--- src/verilog/game_pkg.sv ---
// space shooter shared types
package game_pkg;

	typedef logic [7:0] scan_code_t;	// one ps/2 byte

	localparam scan_code_t CODE_BREAK  = 8'hF0;	// release prefix
	localparam scan_code_t CODE_EXTEND = 8'hE0;	// arrow keys etc

	// movement keys, left hand
	localparam scan_code_t KEY_W = 8'h1D;
	localparam scan_code_t KEY_A = 8'h1C;
	localparam scan_code_t KEY_S = 8'h1B;
	localparam scan_code_t KEY_D = 8'h23;

	// arrow keys, sent after the E0 prefix
	localparam scan_code_t KEY_UP_ARROW    = 8'h75;
	localparam scan_code_t KEY_LEFT_ARROW  = 8'h6B;
	localparam scan_code_t KEY_DOWN_ARROW  = 8'h72;
	localparam scan_code_t KEY_RIGHT_ARROW = 8'h74;

	localparam scan_code_t KEY_SPACE = 8'h29;	// fire

	typedef enum logic [2:0] {
		DIR_NONE,
		DIR_UP,
		DIR_RIGHT,
		DIR_DOWN,
		DIR_LEFT
	} dir_t;

	typedef logic [2:0] colour_t;	// 1 bit per rgb channel

	localparam colour_t COLOUR_BLACK  = 3'd0;
	localparam colour_t COLOUR_SHIP   = 3'd5;	// magenta
	localparam colour_t COLOUR_BULLET = 3'd7;	// white

	typedef logic [7:0] coord_x_t;	// up to 256 columns
	typedef logic [6:0] coord_y_t;	// up to 128 rows

	localparam int FILTER_LEN  = 8;	// ps/2 clock samples that must agree
	localparam int BULLET_STEP = 2;	// bullet pixels per frame

endpackage

--- src/verilog/ship_cmd_if.sv ---
// ship command bus
`timescale 1ns/100ps

interface ship_cmd_if
(
	input logic clock,
	input logic step	// frame pulse from the raster
);
	import game_pkg::*;

	dir_t held_dir;	// level, key currently held
	logic fire;	// one cycle per space press

	modport decoder (input clock, output held_dir, output fire);
	modport ship (input clock, input held_dir, input step);
	modport bullet (input clock, input fire, input step);

endinterface

--- src/verilog/sprite_if.sv ---
// sprite state bus
`timescale 1ns/100ps

interface sprite_if;
	import game_pkg::*;

	coord_x_t ship_x;	// ship centre
	coord_y_t ship_y;
	dir_t facing;	// last non-idle direction
	coord_x_t bullet_x;
	coord_y_t bullet_y;
	logic bullet_active;	// bullet fields valid only while set

	modport ship_src (output ship_x, output ship_y, output facing);

	// bullet spawns from the ship, so it sees the ship fields
	modport bullet_src (
		input ship_x, input ship_y, input facing,
		output bullet_x, output bullet_y, output bullet_active
	);

	modport render (
		input ship_x, input ship_y, input facing,
		input bullet_x, input bullet_y, input bullet_active
	);

endinterface

--- src/verilog/ps2_rx.sv ---
// ps/2 frame receiver
`timescale 1ns/100ps

module ps2_rx
(
	input  logic clock,
	input  logic reset,
	input  logic ps2_clock,	// raw keyboard clock
	input  logic ps2_data,	// raw keyboard data
	output game_pkg::scan_code_t scan_code,
	output logic scan_done	// one cycle per received byte
);
	import game_pkg::*;

	typedef enum logic {
		RX_IDLE,
		RX_FRAME
	} rx_state_t;

	logic [FILTER_LEN-1:0] filter;	// recent ps2_clock samples
	logic filt_clock;	// debounced clock level
	logic filt_next;
	logic fall;	// filtered falling edge
	rx_state_t state;
	logic [3:0] bits_left;	// data, parity and stop still to come
	logic [10:0] frame;	// start bit ends up in bit 0
	logic [10:0] frame_next;
	logic last_bit;	// stop bit being sampled now

	// level flips only once every sample agrees
	assign filt_next = (&filter) ? 1'b1 :
		(~|filter) ? 1'b0 :
		filt_clock;
	assign fall = filt_clock & ~filt_next;

	assign frame_next = {ps2_data, frame[10:1]};	// lsb first on the wire
	assign last_bit = fall && (state == RX_FRAME) && (bits_left == 4'd1);

	always_ff @(posedge clock or posedge reset)
	begin
		if (reset)
		begin
			filter <= '0;
			filt_clock <= 1'b0;
		end
		else
		begin
			filter <= {ps2_clock, filter[FILTER_LEN-1:1]};
			filt_clock <= filt_next;
		end
	end

	// idle waits for the start edge, then ten more edges
	always_ff @(posedge clock or posedge reset)
	begin
		if (reset)
		begin
			state <= RX_IDLE;
			bits_left <= '0;
			scan_done <= 1'b0;
		end
		else
		begin
			scan_done <= last_bit;
			case (state)
				RX_IDLE:
					if (fall)
					begin
						state <= RX_FRAME;
						bits_left <= 4'd10;
					end
				RX_FRAME:
					if (fall)
					begin
						bits_left <= bits_left - 4'd1;
						if (bits_left == 4'd1)
							state <= RX_IDLE;	// stop bit in, frame done
					end
				default:
					state <= RX_IDLE;
			endcase
		end
	end

	// data path, sampled on every filtered edge
	always_ff @(posedge clock)
	begin
		if (fall)
			frame <= frame_next;
		if (last_bit)
			scan_code <= frame_next[8:1];	// parity unchecked
	end

endmodule

--- src/verilog/key_decoder.sv ---
// keyboard command decoder
`timescale 1ns/100ps

module key_decoder
(
	input  logic clock,
	input  logic reset,
	input  game_pkg::scan_code_t scan_code,
	input  logic scan_done,
	ship_cmd_if.decoder cmd
);
	import game_pkg::*;

	typedef enum logic {
		KD_IDLE,	// presses
		KD_IGNORE_BREAK	// byte after F0 is a release
	} kd_state_t;

	kd_state_t state;
	dir_t code_dir;	// direction of the current byte, if any

	// wasd and arrows share the map
	always_comb
	begin
		case (scan_code)
			KEY_W, KEY_UP_ARROW:
				code_dir = DIR_UP;
			KEY_D, KEY_RIGHT_ARROW:
				code_dir = DIR_RIGHT;
			KEY_S, KEY_DOWN_ARROW:
				code_dir = DIR_DOWN;
			KEY_A, KEY_LEFT_ARROW:
				code_dir = DIR_LEFT;
			default:
				code_dir = DIR_NONE;
		endcase
	end

	always_ff @(posedge clock or posedge reset)
	begin
		if (reset)
		begin
			state <= KD_IDLE;
			cmd.held_dir <= DIR_NONE;
			cmd.fire <= 1'b0;
		end
		else
		begin
			cmd.fire <= 1'b0;	// pulse only
			if (scan_done)
			begin
				case (state)
					KD_IDLE:
						if (scan_code == CODE_BREAK)
							state <= KD_IGNORE_BREAK;
						else if (scan_code == KEY_SPACE)
							cmd.fire <= 1'b1;
						else if (code_dir != DIR_NONE)
							cmd.held_dir <= code_dir;	// newest key wins
					KD_IGNORE_BREAK:
						// a stray E0 here keeps waiting for the key byte
						if (scan_code != CODE_EXTEND)
						begin
							state <= KD_IDLE;
							if (code_dir != DIR_NONE && code_dir == cmd.held_dir)
								cmd.held_dir <= DIR_NONE;	// held key let go
						end
					default:
						state <= KD_IDLE;
				endcase
			end
		end
	end

endmodule

--- src/verilog/ship_motion.sv ---
// ship position and heading
`timescale 1ns/100ps

module ship_motion
#(
	parameter int SCREEN_W = 160,
	parameter int SCREEN_H = 120
)
(
	input  logic clock,
	input  logic reset,
	ship_cmd_if.ship cmd,
	sprite_if.ship_src sprite
);
	import game_pkg::*;

	localparam coord_x_t X_MAX  = coord_x_t'(SCREEN_W - 1);
	localparam coord_y_t Y_MAX  = coord_y_t'(SCREEN_H - 1);
	localparam coord_x_t X_HOME = coord_x_t'(SCREEN_W / 2);	// screen centre
	localparam coord_y_t Y_HOME = coord_y_t'(SCREEN_H / 2);

	always_ff @(posedge clock or posedge reset)
	begin
		if (reset)
		begin
			sprite.ship_x <= X_HOME;
			sprite.ship_y <= Y_HOME;
			sprite.facing <= DIR_UP;
		end
		else
		begin
			// heading follows the key even between frames
			if (cmd.held_dir != DIR_NONE)
				sprite.facing <= cmd.held_dir;

			// one pixel per frame, stop at the border
			if (cmd.step)
			begin
				case (cmd.held_dir)
					DIR_UP:
						if (sprite.ship_y != '0)
							sprite.ship_y <= sprite.ship_y - 1'b1;	// row 0 at top
					DIR_DOWN:
						if (sprite.ship_y != Y_MAX)
							sprite.ship_y <= sprite.ship_y + 1'b1;
					DIR_LEFT:
						if (sprite.ship_x != '0)
							sprite.ship_x <= sprite.ship_x - 1'b1;
					DIR_RIGHT:
						if (sprite.ship_x != X_MAX)
							sprite.ship_x <= sprite.ship_x + 1'b1;
					default:
						sprite.ship_x <= sprite.ship_x;	// nothing held
				endcase
			end
		end
	end

endmodule

--- src/verilog/bullet_motion.sv ---
// single bullet
`timescale 1ns/100ps

module bullet_motion
#(
	parameter int SCREEN_W = 160,
	parameter int SCREEN_H = 120
)
(
	input  logic clock,
	input  logic reset,
	ship_cmd_if.bullet cmd,
	sprite_if.bullet_src sprite
);
	import game_pkg::*;

	dir_t bullet_dir;	// latched at launch
	coord_x_t next_x;
	coord_y_t next_y;
	logic leaves;	// next move falls off screen
	logic launch;
	logic advance;

	assign launch = cmd.fire && !sprite.bullet_active;	// one bullet at a time
	assign advance = cmd.step && sprite.bullet_active;

	always_comb
	begin
		next_x = sprite.bullet_x;
		next_y = sprite.bullet_y;
		leaves = 1'b0;
		case (bullet_dir)
			DIR_UP:
			begin
				next_y = sprite.bullet_y - coord_y_t'(BULLET_STEP);
				leaves = int'(sprite.bullet_y) < BULLET_STEP;
			end
			DIR_DOWN:
			begin
				next_y = sprite.bullet_y + coord_y_t'(BULLET_STEP);
				leaves = int'(sprite.bullet_y) + BULLET_STEP > SCREEN_H - 1;
			end
			DIR_LEFT:
			begin
				next_x = sprite.bullet_x - coord_x_t'(BULLET_STEP);
				leaves = int'(sprite.bullet_x) < BULLET_STEP;
			end
			DIR_RIGHT:
			begin
				next_x = sprite.bullet_x + coord_x_t'(BULLET_STEP);
				leaves = int'(sprite.bullet_x) + BULLET_STEP > SCREEN_W - 1;
			end
			default:
				leaves = 1'b1;	// no heading, drop it
		endcase
	end

	always_ff @(posedge clock or posedge reset)
	begin
		if (reset)
			sprite.bullet_active <= 1'b0;
		else if (launch)
			sprite.bullet_active <= 1'b1;
		else if (advance && leaves)
			sprite.bullet_active <= 1'b0;	// retired at the edge
	end

	// position and heading
	always_ff @(posedge clock)
	begin
		if (launch)
		begin
			sprite.bullet_x <= sprite.ship_x;	// spawns under the ship
			sprite.bullet_y <= sprite.ship_y;
			bullet_dir <= sprite.facing;
		end
		else if (advance && !leaves)
		begin
			sprite.bullet_x <= next_x;
			sprite.bullet_y <= next_y;
		end
	end

endmodule

--- src/verilog/raster_render.sv ---
// raster scan and pixel colour
`timescale 1ns/100ps

module raster_render
#(
	parameter int SCREEN_W = 160,
	parameter int SCREEN_H = 120
)
(
	input  logic clock,
	input  logic reset,
	sprite_if.render sprite,
	output logic step,	// last pixel of the frame
	output game_pkg::coord_x_t pixel_x,
	output game_pkg::coord_y_t pixel_y,
	output game_pkg::colour_t colour,
	output logic plot
);
	import game_pkg::*;

	localparam coord_x_t X_LAST = coord_x_t'(SCREEN_W - 1);
	localparam coord_y_t Y_LAST = coord_y_t'(SCREEN_H - 1);

	coord_x_t scan_x;	// pixel under the scan
	coord_y_t scan_y;
	logic last_col;
	logic last_row;
	int ship_dx;	// signed offset from ship centre
	int ship_dy;
	logic ship_hit;
	logic bullet_hit;
	colour_t pixel_colour;

	assign last_col = (scan_x == X_LAST);
	assign last_row = (scan_y == Y_LAST);
	assign step = last_col && last_row;	// once per frame

	// row-major, wraps after the last column
	always_ff @(posedge clock or posedge reset)
	begin
		if (reset)
		begin
			scan_x <= '0;
			scan_y <= '0;
		end
		else if (last_col)
		begin
			scan_x <= '0;
			if (last_row)
				scan_y <= '0;
			else
				scan_y <= scan_y + 1'b1;
		end
		else
			scan_x <= scan_x + 1'b1;
	end

	always_comb
	begin
		ship_dx = int'(scan_x) - int'(sprite.ship_x);
		ship_dy = int'(scan_y) - int'(sprite.ship_y);

		// plus shape, centre and four neighbours
		ship_hit = (ship_dy == 0 && ship_dx >= -1 && ship_dx <= 1) ||
			(ship_dx == 0 && (ship_dy == -1 || ship_dy == 1));
		bullet_hit = sprite.bullet_active &&
			scan_x == sprite.bullet_x && scan_y == sprite.bullet_y;

		if (ship_hit)
			pixel_colour = COLOUR_SHIP;	// ship drawn over bullet
		else if (bullet_hit)
			pixel_colour = COLOUR_BULLET;
		else
			pixel_colour = COLOUR_BLACK;
	end

	always_ff @(posedge clock or posedge reset)
	begin
		if (reset)
			plot <= 1'b0;
		else
			plot <= 1'b1;	// every pixel written each frame
	end

	// outputs lag the scan by one cycle, all together
	always_ff @(posedge clock)
	begin
		pixel_x <= scan_x;
		pixel_y <= scan_y;
		colour <= pixel_colour;
	end

endmodule

--- src/verilog/space_shooter_top.sv ---
// space shooter top level
`timescale 1ns/100ps

module space_shooter_top
#(
	parameter int SCREEN_W = 160,
	parameter int SCREEN_H = 120
)
(
	input  logic clock,
	input  logic reset,
	input  logic ps2_clock,
	input  logic ps2_data,
	output game_pkg::coord_x_t pixel_x,
	output game_pkg::coord_y_t pixel_y,
	output game_pkg::colour_t colour,
	output logic plot
);
	import game_pkg::*;

	scan_code_t scan_code;
	logic scan_done;
	logic step;	// frame tick from the raster

	ship_cmd_if cmd_bus (.clock(clock), .step(step));
	sprite_if sprite_bus ();

	ps2_rx u_ps2_rx (
		.clock(clock),
		.reset(reset),
		.ps2_clock(ps2_clock),
		.ps2_data(ps2_data),
		.scan_code(scan_code),
		.scan_done(scan_done)
	);

	key_decoder u_key_decoder (
		.clock(clock),
		.reset(reset),
		.scan_code(scan_code),
		.scan_done(scan_done),
		.cmd(cmd_bus.decoder)
	);

	ship_motion #(.SCREEN_W(SCREEN_W), .SCREEN_H(SCREEN_H)) u_ship_motion (
		.clock(clock),
		.reset(reset),
		.cmd(cmd_bus.ship),
		.sprite(sprite_bus.ship_src)
	);

	bullet_motion #(.SCREEN_W(SCREEN_W), .SCREEN_H(SCREEN_H)) u_bullet_motion (
		.clock(clock),
		.reset(reset),
		.cmd(cmd_bus.bullet),
		.sprite(sprite_bus.bullet_src)
	);

	raster_render #(.SCREEN_W(SCREEN_W), .SCREEN_H(SCREEN_H)) u_raster_render (
		.clock(clock),
		.reset(reset),
		.sprite(sprite_bus.render),
		.step(step),
		.pixel_x(pixel_x),
		.pixel_y(pixel_y),
		.colour(colour),
		.plot(plot)
	);

endmodule

--- config.mk ---
export PLATFORM = sky130hd
export DESIGN_NAME = space_shooter_top
export DESIGN_NICKNAME = d
export VERILOG_FILES = /design/src/verilog/game_pkg.sv /design/src/verilog/ship_cmd_if.sv /design/src/verilog/sprite_if.sv /design/src/verilog/ps2_rx.sv /design/src/verilog/key_decoder.sv /design/src/verilog/ship_motion.sv /design/src/verilog/bullet_motion.sv /design/src/verilog/raster_render.sv /design/src/verilog/space_shooter_top.sv
export SDC_FILE = /design/constraint.sdc
export NUM_CORES = 1
export LEC_CHECK = 0
export BUFFER_PORTS_ARGS = -buffer_cell sky130_fd_sc_hd__clkbuf_2
export CAP_MARGIN = 20
export CORE_UTILIZATION = 60
export DETAILED_ROUTE_END_ITERATION = 12
export PLACE_DENSITY = 0.78
export SLEW_MARGIN = 5
export SYNTH_ARGS = -nofsm -noshare
export SYNTH_HDL_FRONTEND = slang
export SYNTH_HIERARCHICAL = 1
export SYNTH_SLANG_ARGS = --single-unit
export TNS_END_PERCENT = 10
--- constraint.sdc ---
create_clock -name clock -period 3.6 [get_ports clock]
set_clock_uncertainty 0.2 [all_clocks]
set_input_delay 0.54 -clock clock [delete_from_list [all_inputs] [get_ports clock]]
set_output_delay 0.54 -clock clock [all_outputs]
set_load 0.01 [all_outputs]
==> flow_summary.ini, run 1 <==
[global_route]
busiest_layer = met2
met1_usage_pct = 32.50
grt_use_total_pct = 25.06
grt_max_degree = 24
grt.overflow.total = 0
grtUsageMet2_pct = 41.90
grt_pass1_wl_um = 21660
first_global_vias = 4549
grt_antenna_before_repair = 0
grt.met3_usage_pct = 4.135

[pwr]
powerDensity_nw_per_um2 = 309.1
p_leak_uw = 0.002768
vdd_drop_max_v = 0.0003040

[outcome]
status = finished clean

[clocking]
cts_resized = 0
cts_tree = built
clock_latency_ns = 0.39
clock-sinks = 107
cts_buffers = 9
clk_pin_slew_ns = 0.11
cts-root-buf = clkbuf_8
htree_levels = 3
clockBufferDepth = 2

[setup_path]
required_ns = 3.70
worstSetupStartpointType = flip-flop
reg2regPathDepth = 10
path_max_fanout = 8
r2r_start = u_ship_motion/sprite.ship_x[0]$_DFFE_PP0P_
arrival_ns = 3.46
critPathLaunch = u_ship_motion/sprite.ship_x[0]$_DFFE_PP0P_
rr_endpoint = u_raster_render/colour[1]$_SDFF_PP0_
end_kind = flip-flop
path_class = flip-flop to flip-flop
ff2ff_setup_slack_ns = 0.24

[finish]
nNetsFinal = 681
drive_gt1_share_pct = 12.91
fillCellCount = 769
area.growth.synth_to_final_pct = 7.551
final_cell_area_um2 = 6736
num_antenna_cells = 0
regArea_um2 = 2776
multiInputGateArea_um2 = 3258

[timing]
setup_tns_ns = 0
worst-slew-pin-transition_ns = 0.7804
rsz0062_at_grt = no
drv_slew = 0
hold_viol = 0
finalCritPeriodShare_pct = 93.40
slew_headroom_pct = 47.92
whs_ns = 0.04944
fmax_mhz = 297.4
layout_min_cycle_time_ns = 3.362
finalSetupViolations = 0

[hold_path]
worstHoldStart = ps2_clock
min_path_cells = 1
worstHoldEndpoint = u_ps2_rx/filter[7]$_DFF_PP0_
hold_path_class = input pin to flip-flop

[yosys]
synthFlopType = dfrtp_1
yosysUniqueCellTypes = 84
ys_ff_latch = 107
syn-num-nets = 656
ys_async_sr_fraction_pct = 51.40
syn_area_um2 = 6264
avgSynthCellArea_um2 = 10.22
ys_warn_count = 6
synth_area_leaders = dfrtp_1 19%, edfxtp_1 17%, ha_1 7.0%, dfxtp_1 5.4%, xnor2_1 4.9%
syn_inst = 613
synth_seq_area_share_pct = 44.33
synth_top_area_share_pct = 19.18
synth_edf_count = 35
synth_top_cell_by_area = dfrtp_1

[die]
num_rows = 36
core_um2 = 9955
die_w_um = 104.2
io_pins = 23
dieArea_um2 = 10850
start_util_pct = 62.92
die_h_um = 104.2

[drt]
drt_wl_total_um = 12910
vias_per_cell = 6.091
vias = 4727
dr.pass1.iters = 5
drtIter0Drc = 252
drtAntennaViolNets = 0
drc = 0
drt-wirelength-per-cell_um = 16.63

[place]
port_buffers = 22
placed_area_um2 = 6500
gp_congestion = 0.9203
hpwlAfterDp_um = 9438

[job]
drv_cap = 0
[routing by layer]
layer	part of all wire, %	vias up
li1	-	2301
met1	44	2281
met2	49	121
met3	4.8	24
met4	2.0	0
met5	0	-
[Yosys cell counts, drive strengths merged, types with 3 or more instances]
cell type and n:
nand2 52, dfrtp 48, inv 39, edfxtp 35, ha 35, xnor2 35, nor2 33, a21oi 30
o21ai 29, xor2 20, nand3 19, dfxtp 17, nand4 16, nor3 12, nor4 11, nor3b 10
nand2b 9, a211oi 8, a21o 8, clkbuf 8, a31oi 7, dfstp 7, o211ai 7, o21a 7
or4 7, buf 6, mux2i 6, a211o 5, and3 5, nand3b 5, nor2b 5, o31ai 5
or4b 5, and3b 4, fa 4, mux2 4, a2111oi 3, and2 3, nand4b 3, or3 3
or3b 3
[worst max path at each step]
stage | endpoint | slack, ns | cells past startpoint
floorplan | u_bullet_motion/sprite.bullet_x[1]$_DFFE_PP_ | 0.44 | 7
global placement | u_raster_render/colour[1]$_SDFF_PP0_ | 0.34 | 10
detailed placement | u_raster_render/colour[1]$_SDFF_PP0_ | 0.28 | 10
CTS | u_raster_render/colour[1]$_SDFF_PP0_ | 0.26 | 10
global route | u_raster_render/colour[1]$_SDFF_PP0_ | 0.09 | 10
finish | u_raster_render/colour[1]$_SDFF_PP0_ | 0.24 | 10
[critical path: stages, from the launching register on]
cell and delay, ns:
dfrtp_1 0.54, ha_1 0.23, inv_1 0.06, fa_1 0.41
a21oi_2 0.18, o21bai_1 0.09, xor2_1 0.16, or4_1 0.51
or4_1 0.48, a211o_1 0.25, and3b_1 0.17
[logic make-up after synthesis]
kind of cell,Yosys count,share of synthesized area (%)
flops,107,44.33
fa+ha+maj,39,8.270
simple gates,218,20.38
buf+inv,54,3.655
compound gates,129,13.88
mux,10,1.738
other cells,1,0.05987
xor+xnor,55,7.691
[per-stage QoR]
stage	power [µW]	setup slack, ns	utilization [%]	instances
2_1_floorplan	1299	0.4352	-	613
3_3_place_gp	1308	0.3427	65.30	759
3_5_place_dp	1309	0.2758	65.30	759
4_1_cts	2108	0.2559	67.67	776
5_1_grt	2145	0.09228	67.67	776
6_report	2082	0.2377	67.67	776
[state kept, by name, summed over array words and instances, names as in the netlist, 2 cells and up]
register                         count
u_ps2_rx/frame                       9
u_bullet_motion/sprite.bullet_x      8
u_ps2_rx/filter                      8
u_ps2_rx/scan_code                   8
u_raster_render/pixel_x              8
u_raster_render/scan_x               8
u_ship_motion/sprite.ship_x          8
u_bullet_motion/sprite.bullet_y      7
u_raster_render/pixel_y              7
u_raster_render/scan_y               7
u_ship_motion/sprite.ship_y          7
u_ps2_rx/bits_left                   4
u_bullet_motion/bullet_dir           3
u_key_decoder/cmd.held_dir           3
u_ship_motion/sprite.facing          3
u_raster_render/colour               2
[cells in the final DEF (no fill, tap or decap), types with 7 or more instances in the layout]
cell	count
dfxtp_1	17
nor2_1	33
o21ai_0	26
nand4_1	16
a21oi_1	28
xor2_1	20
xnor2_1	35
a211oi_1	8
edfxtp_1	35
clkbuf_8	9
nand2_1	51
o211ai_1	7
nor3b_1	8
dfrtp_1	48
inv_1	38
o21a_1	7
clkbuf_2	22
nor3_1	12
nand2b_1	9
nand3_1	18
dfstp_2	7
ha_1	35
a31oi_1	7
a21o_1	7
nor4_1	9
[where the power goes]
part	internal (µW)	switching, µW	leakage [µW]	total [µW]
registers	1250	8.14	0.00121	1260
clock network	347	451	0.000114	798
logic	5.44	16.9	0.00144	22.3
total	1610	476	0.00277	2080
[layout make-up]
| type | count | share of cell area, % |
|---|---|---|
| multi-input combinational | 452 | 48.37 |
| sequential | 107 | 41.21 |
| tap | 133 | 2.470 |
| timing repair buffer | 28 | 2.340 |
| inverter | 40 | 2.247 |
| clock buffer | 9 | 1.839 |
| clock inverter | 7 | 1.523 |
[timing repair]
action                                 4_1_cts  5_1_grt
endpoints found under the hold margin        6        0
hold buffers                                 1        0
setup buffers                                0        0
(Power assumes the default switching activity.)
==> inputs of run 2 (changes only) <==
--- a/config.mk
+++ b/config.mk
@@ -7,12 +7,13 @@
 export LEC_CHECK = 0
 export BUFFER_PORTS_ARGS = -buffer_cell sky130_fd_sc_hd__clkbuf_2
 export CAP_MARGIN = 20
-export CORE_UTILIZATION = 60
+export CELL_PAD_IN_SITES_DETAIL_PLACEMENT = 2
+export CELL_PAD_IN_SITES_GLOBAL_PLACEMENT = 2
+export CORE_UTILIZATION = 41
 export DETAILED_ROUTE_END_ITERATION = 12
-export PLACE_DENSITY = 0.78
+export PLACE_DENSITY_LB_ADDON = 0.1
 export SLEW_MARGIN = 5
 export SYNTH_ARGS = -nofsm -noshare
 export SYNTH_HDL_FRONTEND = slang
-export SYNTH_HIERARCHICAL = 1
 export SYNTH_SLANG_ARGS = --single-unit
 export TNS_END_PERCENT = 10
==> run 2 against run 1 <==
  * Combinational power up 53%
  * Final area down 0.87%
  * Sequential cell count is the same
  * Setup slack better by 0.022 ns
  * Sequential power is essentially flat
  * Synthesized cell count fell by 4.4%
  * Global-route usage shrank 1.2 points
  * Die area increased by 38%
  * Largest cell class unchanged
  * Area after synthesis is 5.1% lower
  * Maximum frequency rose by 0.65%
  * Register-to-register slack better by 0.02 ns
==> flow_summary.ini, run 2 <==
[place]
post-place-ws_ns = 0.3395
gp_congestion = 0.7966
port_buffers = 22
hpwlAfterDp_um = 12620

[yosys]
synth_seq_area_share_pct = 46.70
syn_area_um2 = 5946
synth_top_cell_by_area = dfrtp_1
ys_ff_latch = 107
synth_edf_count = 35
ys_warn_count = 0
syn_inst = 586
yosysUniqueCellTypes = 73
synthFlopType = dfrtp_1
synth_top_area_share_pct = 20.20
synth_common_cells = 48 x dfrtp_1, 48 x nand2_1, 42 x nor2_1
syn-num-nets = 628
synth_area_leaders = dfrtp_1 20%, edfxtp_1 18%, ha_1 7.2%, dfxtp_1 5.7%, xnor2_1 5.5%
avgSynthCellArea_um2 = 10.15
ys_async_sr_fraction_pct = 51.40

[timing]
slew_headroom_pct = 58.71
hold_viol = 0
finalSetupViolations = 0
rsz0062_at_grt = no
setup_tns_ns = 0
worst-slew-pin-transition_ns = 0.6193
drv_slew = 0
finalCritPeriodShare_pct = 92.80
layout_min_cycle_time_ns = 3.341
fmax_mhz = 299.3
fin_ws_ns = 0.2594

[setup_path]
path_buf_inv = 1
cp_slowest_stage_delay_ns = 0.53
path_class = flip-flop to flip-flop
arrival_ns = 3.45
required_ns = 3.71
crit_chain = ha_1, inv_1, fa_1, a211oi_1, nor2_1, nor4_1, nand4_1, or4b_1, a21boi_1, a211o_1
worstSetupStartpointType = flip-flop
critical-path-top-delay-family = simple AND/OR/NAND/NOR gates
crit_path_top_delay_cell = dfrtp_1
end_kind = flip-flop
path_max_fanout = 7

[outcome]
status = finished clean

[finish]
largest_register_ffs = 9
regMostFlops = u_ps2_rx.frame
num_antenna_cells = 0
nNetsFinal = 660
drive_gt1_share_pct = 12.52
area.growth.synth_to_final_pct = 12.31
final_cell_mix = 48 x nand2_1, 48 x dfrtp_1, 42 x nor2_1

[drt]
dr.pass1.iters = 4
drc = 0
vias_per_cell = 5.679
drt_wl_total_um = 16600
vias = 4560
drtAntennaViolNets = 0
drt-wirelength-per-cell_um = 20.67
drtIter0Drc = 170

[global_route]
grt.overflow.total = 0
grt_antenna_before_repair = 0
grt_max_degree = 49
first_global_vias = 4980
grt_use_total_pct = 23.90
grt_pass1_wl_um = 26740

[pwr]
vdd_drop_max_v = 0.0002772
p_leak_uw = 0.002789
total_power_uw = 2354
powerDensity_nw_per_um2 = 352.5

[die]
io_pins = 23
num_rows = 43
dieArea_um2 = 14990
die_w_um = 122.4
start_util_pct = 42.50
die_h_um = 122.4
core_um2 = 13990

[clocking]
cts_tree = built
clockBufferDepth = 2
clk_pin_slew_ns = 0.08
cts-root-buf = clkbuf_16
cts_resized = 0
clock-sinks = 107
htree_levels = 3
clock_latency_ns = 0.37
cts_setup_buffers = 0
cts_hold_buf = 0
cts_buffers = 9

[hold_path]
hold_path_class = input pin to flip-flop

[job]
drv_cap = 0
## run 2: layout make-up
type | count | area, µm²
repair buffers | 40 | 260.3
clock buffers | 9 | 225.2
fillers | 1468 | 7311
multi-input cells | 421 | 2950
flip-flops and latches | 107 | 2776
clock inverters | 7 | 93.84
inverters | 39 | 146.4
well taps | 180 | 225.2
## run 2: path summary, 6_finish.rpt
path | from | cells after the start | end | slack, ns
max reg2reg | u_ship_motion.sprite.ship_x[0]$_DFFE_PP0P_ | 10 | u_raster_render.colour[0]$_SDFF_PP1_ | 0.26
min in group asynchronous | reset | 3 | u_ps2_rx.filter[0]$_DFF_PP0_ | 0.48
max | u_ship_motion.sprite.ship_x[0]$_DFFE_PP0P_ | 10 | u_raster_render.colour[0]$_SDFF_PP1_ | 0.26
min | ps2_clock | 1 | u_ps2_rx.filter[7]$_DFF_PP0_ | 0.08
max in group asynchronous | reset | 5 | u_raster_render.scan_y[2]$_DFFE_PP0N_ | 2.10
min reg2reg | u_ps2_rx.filter[5]$_DFF_PP0_ | 0 | u_ps2_rx.filter[4]$_DFF_PP0_ | 0.20
## run 2: cell families after synthesis
kind of cell,after synthesis,share of synthesized area [%]
adders and majority gates,38,8.502
other,1,0.06307
buffers and inverters,58,3.788
DFF,107,46.70
muxes,7,1.200
and+or+nand+nor,190,17.19
AOI/OAI and AO/OA,124,13.57
xor gates and xnor gates,61,8.986
## run 2: metal layers
layer / up-vias / track usage (%) / routed length [µm]
met4: 0 / 7.927 / 340
li1: 2171 / - / -
met3: 24 / 4.368 / 367
met1: 2310 / 28.13 / 7174
met5: - / 0 / 0
met2: 55 / 43.43 / 8714
## run 2: power breakdown
group / internal, µW / total [µW] / switching (µW)
clock network: 511 / 1050 / 541
registers: 1260 / 1270 / 10.2
logic: 12.1 / 34.2 / 22.0
total: 1780 / 2350 / 573
## run 2: through the flow
step	instances	hold slack [ns]	instance area [µm²]	util, %
after floorplan	586	0.1544	5946	-
after global placement	785	0.1759	6329	45.24
after detailed placement	785	0.1806	6329	45.24
after CTS	801	0.06494	6648	47.52
after global routing	803	0.06783	6678	47.74
final	803	0.07727	6678	47.74
